<file path="config.mk">
export PLATFORM = sky130hd
export DESIGN_NAME = pipeline
export DESIGN_NICKNAME = d
export VERILOG_FILES = /design/src/pipe_pkg.sv /design/src/alu_unit.sv /design/src/mul_unit.sv /design/src/rob.sv /design/src/pipeline.sv
export SDC_FILE = /design/constraint.sdc
export NUM_CORES = 2
export LEC_CHECK = 0
export ABC_AREA = 1
export BUFFER_PORTS_ARGS = -buffer_cell sky130_fd_sc_hd__clkbuf_2
export CAP_MARGIN = 20
export CORE_MARGIN = 2
export CORE_UTILIZATION = 30
export CTS_CLUSTER_SIZE = 12
export DETAILED_ROUTE_END_ITERATION = 8
export GPL_TIMING_DRIVEN = 0
export HOLD_SLACK_MARGIN = 0.03
export REMOVE_ABC_BUFFERS = 1
export SETUP_SLACK_MARGIN = 0.2
export SYNTH_ARGS = -nofsm -noshare
export SYNTH_HDL_FRONTEND = slang
export SYNTH_SLANG_ARGS = --single-unit
export TNS_END_PERCENT = 1
</file>
<file path="constraint.sdc">
create_clock -name clock -period 9.9 [get_ports clock]
set_input_delay 0 -clock clock [delete_from_list [all_inputs] [get_ports clock]]
set_output_delay 0 -clock clock [all_outputs]
set_load 0.05 [all_outputs]
</file>
<file path="src/pipe_pkg.sv">
package pipe_pkg;

  localparam int DATA_W = 32;
  localparam int REG_W = 5;

  // ALU class first, then the two multiply opcodes
  typedef enum logic [2:0] {
    OP_ADD,
    OP_SUB,
    OP_AND,
    OP_OR,
    OP_XOR,
    OP_SLL,
    OP_MUL,
    OP_MULHU
  } op_t;

  typedef struct packed {
    op_t               op;
    logic [REG_W-1:0]  rd;
    logic [DATA_W-1:0] a;
    logic [DATA_W-1:0] b;
  } inst_t;

  typedef struct packed {
    logic [REG_W-1:0]  rd;
    logic [DATA_W-1:0] value;
  } retire_t;

  function automatic logic is_mul(op_t op);
    return (op == OP_MUL) || (op == OP_MULHU);
  endfunction

endpackage

</file>
<file path="src/alu_unit.sv">
module alu_unit #(
  parameter int ROB_DEPTH = 8,
  localparam int TAG_W = $clog2(ROB_DEPTH)
) (
  input  logic                        clock,
  input  logic                        rst,
  input  logic                        issue_en,
  input  pipe_pkg::inst_t             issue_inst,
  input  logic [TAG_W-1:0]            issue_tag,
  output logic                        wb_valid,
  output logic [TAG_W-1:0]            wb_tag,
  output logic [pipe_pkg::DATA_W-1:0] wb_data
);
  import pipe_pkg::*;

  logic [DATA_W-1:0] result;

  always_comb begin
    case (issue_inst.op)
      OP_ADD:  result = issue_inst.a + issue_inst.b;
      OP_SUB:  result = issue_inst.a - issue_inst.b;
      OP_AND:  result = issue_inst.a & issue_inst.b;
      OP_OR:   result = issue_inst.a | issue_inst.b;
      OP_XOR:  result = issue_inst.a ^ issue_inst.b;
      // Shift amount from the low five bits only
      OP_SLL:  result = issue_inst.a << issue_inst.b[4:0];
      default: result = '0;
    endcase
  end

  always_ff @(posedge clock) begin
    if (rst) begin
      wb_valid <= 1'b0;
    end else begin
      wb_valid <= issue_en && !is_mul(issue_inst.op);
    end
    wb_tag  <= issue_tag;
    wb_data <= result;
  end

  // No stale result may reach the ROB right after reset
  a_no_wb_after_rst: assert property (@(posedge clock) rst |=> !wb_valid)
    else $error("alu_unit: wb_valid high in the cycle after reset");

endmodule

</file>
<file path="src/mul_unit.sv">
module mul_unit #(
  parameter int ROB_DEPTH = 8,
  parameter int MUL_STAGES = 3,
  localparam int TAG_W = $clog2(ROB_DEPTH)
) (
  input  logic                        clock,
  input  logic                        rst,
  input  logic                        issue_en,
  input  pipe_pkg::inst_t             issue_inst,
  input  logic [TAG_W-1:0]            issue_tag,
  output logic                        wb_valid,
  output logic [TAG_W-1:0]            wb_tag,
  output logic [pipe_pkg::DATA_W-1:0] wb_data
);
  import pipe_pkg::*;

  typedef struct packed {
    logic [TAG_W-1:0]  tag;
    logic [DATA_W-1:0] data;
  } stage_t;

  logic [2*DATA_W-1:0]   product;
  logic [DATA_W-1:0]     half;
  logic                  take;
  logic [MUL_STAGES-1:0] vld_q;
  stage_t                stage_q [MUL_STAGES];

  assign take = issue_en && is_mul(issue_inst.op);

  // Full unsigned product, then pick the half the opcode asks for
  assign product = (2*DATA_W)'(issue_inst.a) * (2*DATA_W)'(issue_inst.b);
  assign half = (issue_inst.op == OP_MULHU) ? product[2*DATA_W-1:DATA_W]
                                            : product[DATA_W-1:0];

  always_ff @(posedge clock) begin
    if (rst) begin
      vld_q <= '0;
    end else begin
      vld_q <= (vld_q << 1) | MUL_STAGES'(take);
    end
  end

  always_ff @(posedge clock) begin
    stage_q[0].tag  <= issue_tag;
    stage_q[0].data <= half;
    for (int i = 1; i < MUL_STAGES; i++) begin
      stage_q[i] <= stage_q[i-1];
    end
  end

  // Oldest stage feeds the write port
  assign wb_valid = vld_q[MUL_STAGES-1];
  assign wb_tag   = stage_q[MUL_STAGES-1].tag;
  assign wb_data  = stage_q[MUL_STAGES-1].data;

  a_min_stages: assert property (@(posedge clock) MUL_STAGES >= 1)
    else $error("mul_unit: MUL_STAGES must be at least 1");

endmodule

</file>
<file path="src/rob.sv">
module rob #(
  parameter int ROB_DEPTH = 8,
  localparam int TAG_W = $clog2(ROB_DEPTH)
) (
  input  logic                        clock,
  input  logic                        rst,
  input  logic                        in_valid,
  input  pipe_pkg::inst_t             in_inst,
  input  logic                        alu_wb_valid,
  input  logic [TAG_W-1:0]            alu_wb_tag,
  input  logic [pipe_pkg::DATA_W-1:0] alu_wb_data,
  input  logic                        mul_wb_valid,
  input  logic [TAG_W-1:0]            mul_wb_tag,
  input  logic [pipe_pkg::DATA_W-1:0] mul_wb_data,
  input  logic                        retire_hold,
  output logic                        full,
  output logic                        issue_en,
  output logic [TAG_W-1:0]            issue_tag,
  output logic                        retire_valid,
  output pipe_pkg::retire_t           retire
);
  import pipe_pkg::*;

  logic [ROB_DEPTH-1:0] busy_q;
  logic [ROB_DEPTH-1:0] done_q;
  retire_t              entry_q [ROB_DEPTH];
  logic [TAG_W-1:0]     head_q;
  logic [TAG_W-1:0]     tail_q;
  logic [TAG_W:0]       count_q;
  logic                 retire_go;

  // Wrap explicitly so a depth that is not a power of two still works
  function automatic logic [TAG_W-1:0] next_ptr(logic [TAG_W-1:0] ptr);
    return (ptr == TAG_W'(ROB_DEPTH - 1)) ? '0 : ptr + 1'b1;
  endfunction

  assign full      = (count_q == (TAG_W + 1)'(ROB_DEPTH));
  assign issue_en  = in_valid && !full;
  assign issue_tag = tail_q;

  // Head leaves once its result is in and write-back is not stalled
  assign retire_go = done_q[head_q] && !retire_hold;

  always_ff @(posedge clock) begin
    if (rst) begin
      busy_q       <= '0;
      done_q       <= '0;
      head_q       <= '0;
      tail_q       <= '0;
      count_q      <= '0;
      retire_valid <= 1'b0;
    end else begin
      retire_valid <= retire_go;
      count_q <= count_q + (TAG_W + 1)'(issue_en) - (TAG_W + 1)'(retire_go);
      if (retire_go) begin
        busy_q[head_q] <= 1'b0;
        done_q[head_q] <= 1'b0;
        head_q         <= next_ptr(head_q);
      end
      if (issue_en) begin
        busy_q[tail_q] <= 1'b1;
        done_q[tail_q] <= 1'b0;
        tail_q         <= next_ptr(tail_q);
      end
      if (alu_wb_valid) begin
        done_q[alu_wb_tag] <= 1'b1;
      end
      if (mul_wb_valid) begin
        done_q[mul_wb_tag] <= 1'b1;
      end
    end
  end

  // Entry payload
  always_ff @(posedge clock) begin
    if (issue_en) begin
      entry_q[tail_q].rd <= in_inst.rd;
    end
    if (alu_wb_valid) begin
      entry_q[alu_wb_tag].value <= alu_wb_data;
    end
    if (mul_wb_valid) begin
      entry_q[mul_wb_tag].value <= mul_wb_data;
    end
    if (retire_go) begin
      retire <= entry_q[head_q];
    end
  end

  a_alu_wr_live: assert property (@(posedge clock) disable iff (rst)
    alu_wb_valid |-> busy_q[alu_wb_tag] && !done_q[alu_wb_tag])
    else $error("rob: ALU result for a free or finished entry");

  a_mul_wr_live: assert property (@(posedge clock) disable iff (rst)
    mul_wb_valid |-> busy_q[mul_wb_tag] && !done_q[mul_wb_tag])
    else $error("rob: multiplier result for a free or finished entry");

  a_wr_no_clash: assert property (@(posedge clock) disable iff (rst)
    alu_wb_valid && mul_wb_valid |-> alu_wb_tag != mul_wb_tag)
    else $error("rob: both units wrote the same tag");

  a_hold_blocks: assert property (@(posedge clock) disable iff (rst)
    retire_hold |=> !retire_valid)
    else $error("rob: retired while write-back was stalled");

endmodule

</file>
<file path="src/pipeline.sv">
module pipeline #(
  parameter int ROB_DEPTH = 8,
  parameter int MUL_STAGES = 3,
  localparam int TAG_W = $clog2(ROB_DEPTH)
) (
  input  logic              clock,
  input  logic              rst,
  input  logic              in_valid,
  input  pipe_pkg::inst_t   in_inst,
  output logic              full,
  input  logic              retire_hold,
  output logic              retire_valid,
  output pipe_pkg::retire_t retire
);
  import pipe_pkg::*;

  logic              issue_en;
  logic [TAG_W-1:0]  issue_tag;

  logic              alu_wb_valid;
  logic [TAG_W-1:0]  alu_wb_tag;
  logic [DATA_W-1:0] alu_wb_data;

  logic              mul_wb_valid;
  logic [TAG_W-1:0]  mul_wb_tag;
  logic [DATA_W-1:0] mul_wb_data;

  rob #(
    .ROB_DEPTH (ROB_DEPTH)
  ) i_rob (
    .clock        (clock),
    .rst          (rst),
    .in_valid     (in_valid),
    .in_inst      (in_inst),
    .alu_wb_valid (alu_wb_valid),
    .alu_wb_tag   (alu_wb_tag),
    .alu_wb_data  (alu_wb_data),
    .mul_wb_valid (mul_wb_valid),
    .mul_wb_tag   (mul_wb_tag),
    .mul_wb_data  (mul_wb_data),
    .retire_hold  (retire_hold),
    .full         (full),
    .issue_en     (issue_en),
    .issue_tag    (issue_tag),
    .retire_valid (retire_valid),
    .retire       (retire)
  );

  // Both units see every issue and pick their own class
  alu_unit #(
    .ROB_DEPTH (ROB_DEPTH)
  ) i_alu (
    .clock      (clock),
    .rst        (rst),
    .issue_en   (issue_en),
    .issue_inst (in_inst),
    .issue_tag  (issue_tag),
    .wb_valid   (alu_wb_valid),
    .wb_tag     (alu_wb_tag),
    .wb_data    (alu_wb_data)
  );

  mul_unit #(
    .ROB_DEPTH  (ROB_DEPTH),
    .MUL_STAGES (MUL_STAGES)
  ) i_mul (
    .clock      (clock),
    .rst        (rst),
    .issue_en   (issue_en),
    .issue_inst (in_inst),
    .issue_tag  (issue_tag),
    .wb_valid   (mul_wb_valid),
    .wb_tag     (mul_wb_tag),
    .wb_data    (mul_wb_data)
  );

endmodule

</file>
## Yosys cells after proc, flatten, opt, wreduce, memory -nomap -nowiden

Memory sizes are Yosys's and may differ from the RTL's. A register that Yosys moved wholly into a read port is not among the register bits.
Index checks and enable logic that the tools add are counted.

| word-level totals | value |
|---|---|
| register bits | 58 |
| output and inout port bits | 39 |
| memories | 2 |
| bits in read-only memories | 0 |
| latch bits | 0 |
| logic and storage cells | 87 |
| RAM bits | 401 |

Memory list:

| name | depth | bits a word | read ports | clocked after Yosys merged registers in | write ports | line | source |
|---|---|---|---|---|---|---|---|
| i_rob.entry_q | 8 | 37 | 1 | 1 | 3 | rob.sv:26 | `retire_t entry_q [ROB_DEPTH];` |
| i_mul.stage_q | 3 | 35 | 3 | 0 | 3 | mul_unit.sv:26 | `stage_t stage_q [MUL_STAGES];` |

| cells by class | value |
|---|---|
| multipliers | 1 |
| divide/modulo/power cells | 0 |
| bitwise gates (word level) | 10 |
| muxes and demuxes | 27 |
| $add $sub $neg | 6 |
| $lt $le $gt $ge | 8 |
| reduce and logical (&&, ||, !) cells | 13 |
| equal/unequal tests | 10 |
| shift-type cells | 1 |

Operator list:

| kind | number |
|---|---|
| case mux 32 bit (6 select lines) | 1 |
| multiplier 32 x 32 -> 64 bit | 1 |
| 2-to-1 mux 8 bit | 7 |
| adder 32 bit | 1 |
| AND 32 bit | 1 |
| 2-to-1 mux 32 bit | 1 |
| OR 32 bit | 1 |
| left shift 32 x 5 -> 32 bit | 1 |
| subtractor 32 bit | 1 |
| XOR 32 bit | 1 |
| equality test 3 bit, second input constant | 6 |
| AND 8 bit | 2 |
| < comparator 3 x 4 -> 1 bit, second input constant | 4 |
| inverter 8 bit | 2 |
| OR 8 bit | 2 |
| demux 1 bit (select 3 bit) | 4 |
| greater-or-equal comparator 3 x 1 -> 1 bit, second input constant | 4 |
| 2-to-1 mux 1 bit | 11 |
| logical AND 1 bit | 8 |
| adder 3 x 1 -> 3 bit, second input constant | 2 |
| equality test 3 x 2 -> 1 bit, second input constant | 2 |
| 2-to-1 mux 3 bit | 2 |
| adder 4 x 1 -> 4 bit | 1 |
| equality test 4 bit, second input constant | 1 |
| other kinds (7) | 9 |

## Longest topological paths before layout

| logic depth | value |
|---|---|
| word-level depth | 16 |
| gate-level depth with buffers | 32 |
| gate-level depth less buffers | 30 |

## Modules after synthesis

From an unflattened synthesis, not the netlist that was laid out.

| unflattened totals | value |
|---|---|
| cell total of the unflattened synthesis | 8066 |
| area, all modules | 61988.2 µm² |

By module, submodules not included:

| module | cells each | seq. area each (µm²) | area each (µm²) | times used |
|---|---|---|---|---|
| mul_unit | 5144 | 2162.1 | 38595.8 | 1 |
| rob | 1549 | 10380.0 | 15926.5 | 1 |
| alu_unit | 1373 | 720.7 | 7465.9 | 1 |

## Worst setup path before layout

Ideal clock, no wire load.

| timing path | value |
|---|---|
| path kind | input to register |
| from | in in_inst[3] (netlist name) |
| to | mem i_mul.stage_q[0][31] (netlist name) |
| setup slack | 3.629 ns |
| data arrival time | 6.158 ns |
| buffers on the path | 3 |
| stages | 29 |
| path through | clkbuf_1 -> buf_2 -> buf_1 -> nand2_1 -> inv_1 -> fa_1 -> fa_1 -> fa_1 -> inv_1 -> fa_1 -> inv_1 -> fa_1 -> inv_1 -> fa_1 -> inv_1 -> fa_1 -> fa_1 -> ha_1 -> nand2_1 -> inv_1 -> nand2_1 -> nand2_1 -> nand2_1 -> nand2_1 -> a21oi_1 -> nand2_1 -> or2_2 -> nand3_1 -> nand2_1 |

RTL lines:

| item | line | source |
|---|---|---|
| start, declared | pipeline.sv:9 | `input pipe_pkg::inst_t in_inst,` |
| end, declared | mul_unit.sv:26 |  |

==> results.cfg <==
[routing]
antenna_left = 0
vias_per_cell = 4.78
drc_errors = 0
routed_wl_um = 203000
post_drt_wl_per_cell_um = 19.6
vias = 49472
drt_iter0_markers = 4587
first_pass_iters = 8

[finish]
finalInstanceArea_sq_um = 66300
layout-drive-gt1-share_pct = 4.16
n_fill_cell = 21105
syn2layout_area_growth_pct = 9.04
fin_util_pct = 32.9
nets = 8975

[clock_tree]
htree_levels = 2
cts_root_buffer = clkbuf_16
worst_skew_pair.late_latency_ns = 0.60
cts_made_buffers = 52
cts_tree = built
clkTransAtPathRegs_ns = 0.06
clockBufferDepth = 3
cts_num_sinks = 493

[min_path]
hold_path.class = input pin to register

[placement]
port_buffers = 114
place.gp.congestion = 0.987
hpwl_um = 157000
dpl_cell_area_sq_um = 64200

[timing]
slew-limit-headroom_pct = 18.2
setup_viol = 0
slew_viol_final = 0
hold_ws_ns = 0.0792
fmax_mhz = 137
skew_ns = 0.0252
period_needed_ns = 7.31
rsz0062_at_grt = no
fin_crit_sh_pct = 73.9
worst_pin_slew_ns = 1.23
finalHoldViolCount = 0
setup_tns_ns = 0

[floorplanning]
row_count = 165
coreArea_sq_um = 202000
die-area_sq_um = 206000
die_x_um = 454
ioPinCount = 115
start_util_pct = 30.1
die_h_um = 454

[critical_path]
reg2reg_slack_ns = 5.70
worst_ep_arrival_time_ns = 7.69
critPathCaptureType = register
critPathKind = input pin to register
worstPathRequired_ns = 10.28
start_kind = input pin
path_max_fanout = 35

[global_routing]
grt_max_degree = 66
grt_pass1_vias = 50479
grt.total_usage_pct = 19.6
grt_pass1_wl_um = 308000
antenna_found_initial = 14
grt-ovfl-total = 0

[synthesis]
syn_area_sq_um = 60800
synth_common_cells = nand2_1, inv_1, fa_1
yosys.area.top_type = fa_1
ys_warn_count = 0
ys_ff_latch = 493
ys_top_cells_by_area = fa_1, edfxtp_1, nand2_1
avgSynthCellArea_sq_um = 7.83
synth_top_area_share_pct = 29.6
ys_seq_area_share_pct = 21.7
postSynthCellCount = 7760
ys.flop_type = edfxtp_1
async_reset_ff_share_pct = 0
post-synth-top-count-cell = nand2_1
synth_edf_count = 333
yosysUniqueCellTypes = 51

[run]
maxCapViolations = 0

[outcome]
status = completed
## flip-flops by register name, indices dropped and copies added (netlist names)
signal / count
i_rob.issue_tag: 3
i_rob.retire: 37
i_mul.vld_q: 3
i_alu.wb_tag: 2
i_rob.entry_q: 296
i_rob.head_q: 3
i_alu.wb_data: 32
i_mul.stage_q: 103
i_alu.wb_valid: 1
i_rob.done_q: 8
i_rob.count_q: 4
i_rob.retire_valid: 1
## what timing repair did
item | in CTS | in global routing
resized for setup | 0 | 0
setup buffers | 0 | 0
endpoints found under the hold margin | 63 | 0
setup endpoints to repair | 0 | 0
hold buffers | 12 | 0
## layer usage
| layer | up-vias | wire length, um | GRT usage [%] |
|---|---|---|---|
| met2 | 1917 | 93100 | 32.1 |
| li1 | 22803 | - | - |
| met1 | 24417 | 88300 | 27.0 |
| met4 | 18 | 6740 | 5.93 |
| met5 | - | 134 | 0 |
| met3 | 317 | 14900 | 2.56 |
## critical path: stages
cell and delay [ns]:
clkbuf_2 0.87, ha_1 0.52, inv_1 0.10, fa_1 0.47, fa_1 0.54, inv_1 0.05
fa_1 0.48, fa_1 0.57, fa_1 0.44, fa_1 0.46, fa_1 0.49, inv_1 0.06
fa_1 0.51, inv_1 0.05, ha_1 0.58, nand2_1 0.18, nor2_1 0.22, nand2_1 0.16
inv_1 0.08, nand2_1 0.07, nor3_1 0.17, nand2_1 0.09, nand3_1 0.08, nand2_1 0.05
nand3_1 0.11, nand2_1 0.23
## logic make-up (layout without fill, tap and decap cells)
group / after synthesis / count (layout) / share of synthesized area [%]
buf+inv: 2361 / 2276 / 14.7
mux: 1 / 1 / 0.0165
other cells: 0 / 3 / 0
simple gates: 2886 / 2886 / 18.9
compound gates: 709 / 709 / 6.78
xor+xnor: 43 / 43 / 0.620
fa+ha+maj: 1267 / 1267 / 37.2
flops: 493 / 493 / 21.7
## stage by stage
step,setup slack (ns),instances
after floorplan,4.29,7394
after global placement,0.896,10180
after detailed placement,1.97,10223
after CTS,2.61,10332
after global routing,2.36,10347
final,2.59,10350
## area by class of cell
cell class | instances | area (sq um) | area share, %
repair buffers | 184 | 1930 | 2.91
clock inverters | 17 | 125 | 0.189
clock buffers | 80 | 1460 | 2.20
inverters | 1995 | 7490 | 11.3
diodes | 3 | 7.51 | 0.0113
flip-flops and latches | 493 | 13200 | 19.9
multi-input cells | 4906 | 38700 | 58.4
well taps | 2672 | 3340 | 5.05
## placed cells by master (no fill, tap or decap), types with 23 or more instances in the layout
cell type	n
o21ai_0	346
nand2_1	2243
xor2_1	40
a22oi_1	44
ha_1	369
nand4_1	55
fa_1	898
clkbuf_2	113
buf_12	40
nor2_1	252
edfxtp_1	333
dfxtp_1	160
a21oi_1	162
clkbuf_1	23
a22o_1	31
nand3_1	241
a221oi_1	43
inv_1	1968
clkbuf_16	52
## worst paths after layout
kind,depth (start not counted),end,from
min reg2reg,0,i_mul.stage_q[0][97]$_DFF_P_,i_mul.stage_q[0][62]$_DFF_P_
max,26,i_mul.stage_q[0][27]$_DFF_P_,in_inst[49]
min,5,i_mul.vld_q[0]$_SDFF_PP0_,in_inst[70]
max reg2reg,15,i_rob.count_q[2]$_SDFF_PP0_,i_rob.head_q[0]$_SDFFE_PP0P_
Power is not shown: default switching activity piles up to over one toggle a cycle in this logic, so the estimate is an artifact.
